===== src/common/mesh_macros.svh =====
`ifndef MESH_MACROS_SVH
`define MESH_MACROS_SVH

// Mesh geometry
`define MESH_WIDTH 4        // Nodes per row and per column
`define COORD_W 2           // Bits of one coordinate

// Input buffering
`define FIFO_DEPTH 4        // Flits per input FIFO

// Deadlock escape
`define DEADLOCK_LIMIT 8    // Blocked cycles before a misroute may be taken
`define UNPRODUCTIVE 2      // Misroutes allowed per flit
`define MIS_W 2             // Bits of the misroute count

`endif

===== src/common/meshPkg.sv =====
`include "mesh_macros.svh"

package meshPkg;

  typedef logic [`COORD_W-1:0] coordT;                          // One X or Y coordinate
  typedef logic [31:0] payloadT;                                // Flit payload
  typedef logic [`MIS_W-1:0] misCountT;                         // Misroutes taken so far
  typedef logic [$clog2(`DEADLOCK_LIMIT + 1)-1:0] waitCountT;   // Blocked cycle counter

  // One bit per port, bit 0 is local, then north, east, south, west
  typedef logic [4:0] portMaskT;

  typedef enum logic [2:0]
  {
    PORT_LOCAL = 3'd0,   // Injection and ejection
    PORT_NORTH = 3'd1,   // Towards lower Y
    PORT_EAST  = 3'd2,   // Towards higher X
    PORT_SOUTH = 3'd3,   // Towards higher Y
    PORT_WEST  = 3'd4    // Towards lower X
  } portE;

  // A flit is a whole packet here
  typedef struct packed
  {
    coordT    xDest;     // Destination column
    coordT    yDest;     // Destination row
    misCountT reroute;   // Misroutes taken on the way
    payloadT  payload;
  } flitT;

endpackage


===== src/verilog/meshRouter.sv =====
`timescale 1ns/1ps

module meshRouter import meshPkg::*;
  #(parameter coordT xLoc = '0,   // Column of this node
    parameter coordT yLoc = '0)   // Row of this node
   (input  logic     clk,
    input  logic     rstN,
    input  flitT     inFlit [$bits(portMaskT)],    // Input links, indexed by portE
    input  portMaskT inValid,
    output portMaskT inHold,                       // FIFO full flags
    output flitT     outFlit [$bits(portMaskT)],   // Output links, indexed by portE
    output portMaskT outValid,
    input  portMaskT outHold,                      // Back-pressure from the neighbours
    output portMaskT unproductive);                // Misroute flags per input

  flitT     headFlit [$bits(portMaskT)];   // Routed heads into the switch
  portMaskT request [$bits(portMaskT)];    // Output requests per input
  portMaskT grant;                         // Pops per input

  // One input unit per port
  for (genvar i = 0; i < $bits(portMaskT); i++)
  begin : inPort
    inputUnit #(.xLoc(xLoc), .yLoc(yLoc)) inputUnit_i
     (.clk          (clk),
      .rstN         (rstN),
      .inFlit       (inFlit[i]),
      .inValid      (inValid[i]),
      .inHold       (inHold[i]),
      .outHold      (outHold),
      .grant        (grant[i]),
      .headFlit     (headFlit[i]),
      .request      (request[i]),
      .unproductive (unproductive[i]));
  end

  // Allocation, crossbar and output registers
  switchStage switchStage_i
   (.clk      (clk),
    .rstN     (rstN),
    .headFlit (headFlit),
    .request  (request),
    .outHold  (outHold),
    .grant    (grant),
    .outFlit  (outFlit),
    .outValid (outValid));

endmodule


===== src/verilog/switchStage.sv =====
`timescale 1ns/1ps

module switchStage import meshPkg::*;
   (input  logic     clk,
    input  logic     rstN,
    input  flitT     headFlit [$bits(portMaskT)],   // Routed head flit of each input
    input  portMaskT request [$bits(portMaskT)],    // Output wanted by each input
    input  portMaskT outHold,                       // Downstream back-pressure per output
    output portMaskT grant,                         // One bit per input unit
    output flitT     outFlit [$bits(portMaskT)],    // Registered output flits
    output portMaskT outValid);                     // One-cycle valid per output

  localparam int NPORTS = $bits(portMaskT);

  portE     rrPtr [NPORTS];      // Input served last by each output
  portE     winner [NPORTS];     // Input chosen this cycle
  portMaskT grantMat [NPORTS];   // Per output, one-hot over inputs
  portMaskT outGrant;            // Outputs loading a flit at this edge

  // Round-robin search starts just after the last winner
  always_comb
  begin : allocate
    int idx;
    for (int o = 0; o < NPORTS; o++)
    begin
      grantMat[o] = '0;
      winner[o]   = rrPtr[o];
      outGrant[o] = 1'b0;
      for (int k = 1; k <= NPORTS; k++)
      begin
        idx = (int'(rrPtr[o]) + k) % NPORTS;
        if (!outHold[o] && !outGrant[o] && request[idx][o])   // Held outputs grant nothing
        begin
          grantMat[o][idx] = 1'b1;
          winner[o]        = portE'(idx);
          outGrant[o]      = 1'b1;
        end
      end
    end
  end

  // Inputs ask for one output each, so the OR stays one-hot per input
  always_comb
  begin
    grant = '0;
    for (int o = 0; o < NPORTS; o++)
      grant = grant | grantMat[o];
  end

  always_ff @(posedge clk)
  begin
    if (!rstN)
    begin
      outValid <= '0;
      for (int o = 0; o < NPORTS; o++)
        rrPtr[o] <= PORT_WEST;   // First search begins at local
    end
    else
    begin
      outValid <= outGrant;   // Falls when no grant occurs
      for (int o = 0; o < NPORTS; o++)
      begin
        if (outGrant[o])
          rrPtr[o] <= winner[o];
      end
    end
  end

  // Crossbar into the output registers, which hold between grants
  always_ff @(posedge clk)
  begin
    for (int o = 0; o < NPORTS; o++)
    begin
      if (outGrant[o])
        outFlit[o] <= headFlit[winner[o]];
    end
  end

endmodule


===== src/inputUnit/inputUnit.sv =====
`timescale 1ns/1ps

module inputUnit import meshPkg::*;
  #(parameter coordT xLoc = '0,   // Column of this node
    parameter coordT yLoc = '0)   // Row of this node
   (input  logic     clk,
    input  logic     rstN,
    input  flitT     inFlit,          // Flit on the input link
    input  logic     inValid,         // Write strobe from the sender
    output logic     inHold,          // Buffer full, sender must wait
    input  portMaskT outHold,         // Back-pressure on the router outputs
    input  logic     grant,           // Switch took the head flit
    output flitT     headFlit,        // Routed head flit towards the switch
    output portMaskT request,         // Output port wanted by the head flit
    output logic     unproductive);   // Misroute in progress

  flitT rawHead;   // Head flit as stored
  logic empty;

  // Grant pops the buffer at the edge that loads the output register
  flitFifo flitFifo_i
   (.clk      (clk),
    .rstN     (rstN),
    .wrEn     (inValid),
    .wrFlit   (inFlit),
    .rdEn     (grant),
    .headFlit (rawHead),
    .full     (inHold),
    .empty    (empty));

  routeCompute #(.xLoc(xLoc), .yLoc(yLoc)) routeCompute_i
   (.clk          (clk),
    .rstN         (rstN),
    .headFlit     (rawHead),
    .empty        (empty),
    .outHold      (outHold),
    .grant        (grant),
    .request      (request),
    .unproductive (unproductive),
    .waitCount    (),   // Observed only inside route computation
    .routedFlit   (headFlit));

endmodule


===== src/inputUnit/routeCompute.sv =====
`timescale 1ns/1ps
`include "mesh_macros.svh"

module routeCompute import meshPkg::*;
  #(parameter coordT xLoc = '0,   // Column of this node
    parameter coordT yLoc = '0)   // Row of this node
   (input  logic      clk,
    input  logic      rstN,
    input  flitT      headFlit,       // Raw flit at the FIFO head
    input  logic      empty,
    input  portMaskT  outHold,        // Back-pressure from the neighbours
    input  logic      grant,          // Head flit leaves at this edge
    output portMaskT  request,        // One-hot, zero when nothing to send
    output logic      unproductive,   // High while a misroute is requested
    output waitCountT waitCount,      // Cycles blocked on productive ports
    output flitT      routedFlit);    // Head flit with its misroute count updated

  localparam coordT edgeLoc = coordT'(`MESH_WIDTH - 1);   // Last row and column

  portMaskT productive;   // Ports that bring the flit closer
  portMaskT meshPorts;    // Neighbour ports that exist at this location
  portMaskT freeProd;
  portMaskT freeMis;
  logic     blocked;
  logic     escape;

  // Fixed preference, X before Y, local last
  function automatic portMaskT pickPort(input portMaskT cand);
    portMaskT pick;
    pick = '0;
    if (cand[PORT_EAST])
      pick[PORT_EAST] = 1'b1;
    else if (cand[PORT_WEST])
      pick[PORT_WEST] = 1'b1;
    else if (cand[PORT_SOUTH])
      pick[PORT_SOUTH] = 1'b1;
    else if (cand[PORT_NORTH])
      pick[PORT_NORTH] = 1'b1;
    else if (cand[PORT_LOCAL])
      pick[PORT_LOCAL] = 1'b1;
    return pick;
  endfunction

  always_comb
  begin
    productive             = '0;
    productive[PORT_EAST]  = headFlit.xDest > xLoc;
    productive[PORT_WEST]  = headFlit.xDest < xLoc;
    productive[PORT_SOUTH] = headFlit.yDest > yLoc;
    productive[PORT_NORTH] = headFlit.yDest < yLoc;
    productive[PORT_LOCAL] = (headFlit.xDest == xLoc) && (headFlit.yDest == yLoc);
    meshPorts              = '0;
    meshPorts[PORT_EAST]   = xLoc < edgeLoc;   // No misroute off the mesh edge
    meshPorts[PORT_WEST]   = xLoc > '0;
    meshPorts[PORT_SOUTH]  = yLoc < edgeLoc;
    meshPorts[PORT_NORTH]  = yLoc > '0;
  end

  assign freeProd = productive & ~outHold;
  assign freeMis  = meshPorts & ~productive & ~outHold;
  assign blocked  = !empty && (freeProd == '0);   // Every productive port held
  assign escape   = blocked && (waitCount >= waitCountT'(`DEADLOCK_LIMIT))
                    && (headFlit.reroute < misCountT'(`UNPRODUCTIVE)) && (freeMis != '0);

  always_comb
  begin
    routedFlit   = headFlit;
    request      = '0;
    unproductive = 1'b0;
    if (!empty && freeProd != '0)
      request = pickPort(freeProd);
    else if (escape)
    begin
      request            = pickPort(freeMis);           // Step away from the destination
      unproductive       = 1'b1;
      routedFlit.reroute = headFlit.reroute + 1'b1;   // Count the misroute in the flit
    end
  end

  always_ff @(posedge clk)
  begin
    if (!rstN)
      waitCount <= '0;
    else if (grant || empty)
      waitCount <= '0;
    else if (blocked && waitCount < waitCountT'(`DEADLOCK_LIMIT))
      waitCount <= waitCount + 1'b1;   // Saturates at the limit
  end

endmodule


===== src/inputUnit/flitFifo.sv =====
`timescale 1ns/1ps
`include "mesh_macros.svh"

module flitFifo import meshPkg::*;
   (input  logic clk,
    input  logic rstN,
    input  logic wrEn,         // Write strobe from the link
    input  flitT wrFlit,
    input  logic rdEn,         // Pop the head, driven by the switch grant
    output flitT headFlit,     // Oldest flit, read combinationally
    output logic full,
    output logic empty);

  localparam int DEPTH = `FIFO_DEPTH;
  localparam int PTR_W = $clog2(DEPTH);
  localparam int CNT_W = $clog2(DEPTH + 1);

  flitT             mem [DEPTH];   // Flit storage
  logic [PTR_W-1:0] wrPtr;         // Next slot to fill
  logic [PTR_W-1:0] rdPtr;         // Current head slot
  logic [CNT_W-1:0] count;         // Flits held
  logic             doWrite;
  logic             doRead;

  function automatic logic [PTR_W-1:0] nextPtr(input logic [PTR_W-1:0] ptr);
    if (ptr == PTR_W'(DEPTH - 1))
      return '0;   // Wrap for any depth
    return ptr + 1'b1;
  endfunction

  assign full     = (count == CNT_W'(DEPTH));
  assign empty    = (count == '0);
  assign doRead   = rdEn && !empty;
  assign doWrite  = wrEn && (!full || doRead);   // A full FIFO takes a write that pairs with a pop
  assign headFlit = mem[rdPtr];

  always_ff @(posedge clk)
  begin
    if (!rstN)
    begin
      wrPtr <= '0;
      rdPtr <= '0;
      count <= '0;
    end
    else
    begin
      if (doWrite)
        wrPtr <= nextPtr(wrPtr);
      if (doRead)
        rdPtr <= nextPtr(rdPtr);
      if (doWrite && !doRead)
        count <= count + 1'b1;
      else if (doRead && !doWrite)
        count <= count - 1'b1;
    end
  end

  always_ff @(posedge clk)
  begin
    if (doWrite)
      mem[wrPtr] <= wrFlit;
  end

endmodule


===== config.mk =====
export PLATFORM = sky130hd
export DESIGN_NAME = meshRouter
export DESIGN_NICKNAME = d
export VERILOG_FILES = /design/src/common/meshPkg.sv /design/src/verilog/meshRouter.sv /design/src/verilog/switchStage.sv /design/src/inputUnit/inputUnit.sv /design/src/inputUnit/routeCompute.sv /design/src/inputUnit/flitFifo.sv
export VERILOG_INCLUDE_DIRS = /design/src /design/src/common
export SDC_FILE = /design/constraint.sdc
export NUM_CORES = 1
export LEC_CHECK = 0
export BUFFER_PORTS_ARGS = -buffer_cell sky130_fd_sc_hd__buf_2
export CORE_ASPECT_RATIO = 0.5
export CORE_UTILIZATION = 28
export DETAILED_ROUTE_END_ITERATION = 7
export PLACE_DENSITY = 0.55
export REMOVE_ABC_BUFFERS = 1
export SLEW_MARGIN = 30
export SYNTH_ARGS = -nofsm -noshare
export SYNTH_HDL_FRONTEND = slang
export SYNTH_SLANG_ARGS = --single-unit

===== constraint.sdc =====
create_clock -name clk -period 8.8 [get_ports clk]
set_clock_uncertainty 0.1 [all_clocks]
set_input_delay 1.76 -clock clk [delete_from_list [all_inputs] [get_ports clk]]
set_output_delay 1.76 -clock clk [all_outputs]
set_load 0.01 [all_outputs]

==> impl_metrics.tcl <==
set metrics [dict create \
    grt_remaining_overflow 0 \
    die_w_um 592 \
    period_share 0.910 \
    route.detailed.drc 0 \
    required_ns 9.32 \
    nets 4148 \
    antenna_found_initial 65 \
    synth_area_um2 48700 \
    cp-start-kind "register" \
    synth_area_leaders "edfxtp_1 54%, mux4_2 8.8%, mux2i_1 3.6%" \
    clock_latency_ns 0.70 \
    wl_per_cell_um 26.9 \
    ys_warn_count 0 \
    firstDrtPassIters 7 \
    first_iter_violations 3320 \
    grt_pass1_vias 32900 \
    max_freq_mhz 125 \
    cts_buffers 97 \
    max-clock-path-buffers 3 \
    worstSetupEndpointType "register" \
    cts_hold_buf 0 \
    final_area_um2 56500 \
    maxSlewHeadroom 0.343 \
    root_buffer "clkbuf_16" \
    nFillCells 16700 \
    holdPathStages 2 \
    gp_congestion 0.893 \
    r2r_cells 26 \
    slew_violations 0 \
    synthDistinctLibCells 124 \
    grt_pass1_wl_um 238000 \
    grt_use_total 0.185 \
    cts_num_sinks 951 \
    synth_cells 3485 \
    initial_utilization 0.284 \
    cap_viol_max_count 0 \
    regArea_um2 27900 \
    rows 107 \
    critPathArrivalTime_ns 8.52 \
    async_flop_share 0 \
    core_um2 171000 \
    ys_seq_elements 951 \
    path_clk_slew_ns 0.06 \
    drtAntennaViolNets 0 \
    tritoncts "yes" \
    areaGrowthSynthToFinish_pct 16.2 \
    whs_ns 0.397 \
    yosys.area.top_type "edfxtp_1" \
    rsz0062_at_grt "false" \
    fin_crit_ns 8.01 \
    multi_input_area_um2 19200 \
    crit_type "register to register" \
    io_pins 407 \
    drive_above_1_share 0.249 \
    synth_top_area_share 0.545 \
    port_buffers 326 \
    die_h_um 297 \
    finalWirelength_um 167000 \
    cts_max_level 3 \
    worstMarginPinSlew_ns 0.980 \
    post-cts-setup-buffer-count 0 \
    vias 33600 \
    hp-class "register to register" \
    post_dp_cell_area_um2 53100 \
    critPathMaxFanout 12 \
    die-area_um2 176000 \
    ys_seq_area_frac 0.573 \
    cts_resized 0 \
    hold_viol 0 \
    synth_ff_type "edfxtp_1" \
    grt_max_degree 47 \
    synth_edf_count 883 \
    setup_viol 0 \
    synth.avg_cell_area_um2 14.0 \
    hpwl_um 122000 \
    status "finished, final reports clean" \
    routed_via_density 5.41 \
]
layout by cell type (no fill, tap or decap), types with 20 or more instances in the layout:
cell       instances
nor2b_1           20
a22oi_1           44
a21oi_1           88
or3_1             32
mux4_2           190
nand3_1           48
clkbuf_16         98
inv_1             91
ha_1             115
nor2_1           220
mux2_2            56
buf_12            25
nor3_1            50
nor4_1            39
xnor2_1           29
conb_1            78
nand4_1           36
o221ai_1          50
a311o_1           35
a211oi_1          23
buf_4             85
o21ai_0           78
a22o_1            35
nand2_1          199
buf_2            327
o21a_1            23
mux2i_1          175
edfxtp_1         883
a211o_1           22
dfxtp_1           58
o211ai_1          26
nand2b_1          35
and2_2            21
a221o_1           41
clkinv_1          20
registers in the layout (all words and copies together), names as in the netlist, named ones only:
signal / count
inPort.inputUnit_i.flitFifo_i.count: 15
inPort.inputUnit_i.flitFifo_i.wrPtr: 10
switchStage_i.rrPtr: 9
inPort.inputUnit_i.routeCompute_i.waitCount: 20
switchStage_i.outFlit: 114
inPort.inputUnit_i.flitFifo_i.rdPtr: 10
inPort.inputUnit_i.flitFifo_i.mem: 760
switchStage_i.outValid: 3
per-layer routing:
layer | vias to the layer above | global-route usage | share of wire | wire length (µm)
met1 | 17300 | 0.227 | 0.39 | 65200
met5 | - | 0 | 0.00098 | 164
met3 | 338 | 0.0335 | 0.065 | 10900
met4 | 26 | 0.0653 | 0.039 | 6530
met2 | 1464 | 0.326 | 0.50 | 84100
li1 | 14500 | - | - | -
Yosys cell counts (54+ instances only):
| cell type | number |
|---|---|
| a21oi_1 | 88 |
| buf_2 | 54 |
| buf_4 | 106 |
| clkbuf_1 | 92 |
| dfxtp_1 | 68 |
| edfxtp_1 | 883 |
| ha_1 | 115 |
| inv_1 | 91 |
| mux2_2 | 56 |
| mux2i_1 | 175 |
| mux4_2 | 190 |
| nand2_1 | 200 |
| nor2_1 | 222 |
| o21ai_0 | 78 |
worst paths after layout:
check	startpoint	to	slack, ns
worst max-delay path	switchStage_i.rrPtr[3][0]	inPort[2].inputUnit_i.flitFifo_i.count[2]	0.79
worst max register to register	switchStage_i.rrPtr[3][0]	inPort[2].inputUnit_i.flitFifo_i.count[2]	0.79
worst min register to register	inPort[1].inputUnit_i.flitFifo_i.rdPtr[0]	register	0.40
worst min-delay path	inPort[1].inputUnit_i.flitFifo_i.rdPtr[0]	register	0.40
worst max-delay path, stage by stage, from the launching register on:
cell	delay, ns
edfxtp_1	0.46
ha_1	0.39
xnor2_2	0.48
inv_1	0.33
ha_1	0.38
nor3_1	0.38
o22ai_1	0.19
xnor2_1	0.30
inv_1	0.21
ha_1	0.23
inv_1	0.05
a221oi_1	0.06
a211oi_2	0.55
and2_0	0.36
o31a_1	0.26
o31ai_1	0.10
or3_1	0.44
or4_1	0.58
a21oi_1	0.39
nor2_1	0.17
a31oi_2	0.23
ha_1	0.22
inv_1	0.06
fa_1	0.39
xor2_1	0.19
or3_1	0.31
a21oi_1	0.14
logic make-up (layout without fill, tap and decap cells):
group	count (synthesis)	after routing	synth area share
DFF	951	951	0.573
other	1	97	0.0000771
muxes	424	424	0.138
xor gates and xnor gates	53	53	0.0105
and+or+nand+nor	854	854	0.0914
buffers and inverters	374	719	0.0404
AOI/OAI and AO/OA	708	708	0.115
adders and majority gates	120	120	0.0316
area by class of cell:
type | instances | area share
flip-flops and latches | 951 | 0.493
multi-input cells | 2237 | 0.340
well taps | 2289 | 0.0507
repair buffers | 439 | 0.0501
clock buffers | 115 | 0.0449
clock inverters | 65 | 0.0135
inverters | 100 | 0.00664
diodes | 19 | 0.000841
metrics by stage:
step | cells | util | setup TNS [ns] | worst slack [ns]
after floorplan | 3288 | - | -184.40 | -3.65
after global placement | 6011 | 0.310 | 0 | 1.10
after detailed placement | 6012 | 0.310 | 0 | 0.966
after CTS | 6192 | 0.329 | 0 | 0.939
after global routing | 6205 | 0.330 | 0 | 0.356
final | 6215 | 0.330 | 0 | 0.794
Power is not shown: default switching activity piles up to over one toggle a cycle in this logic, so the estimate is an artifact.
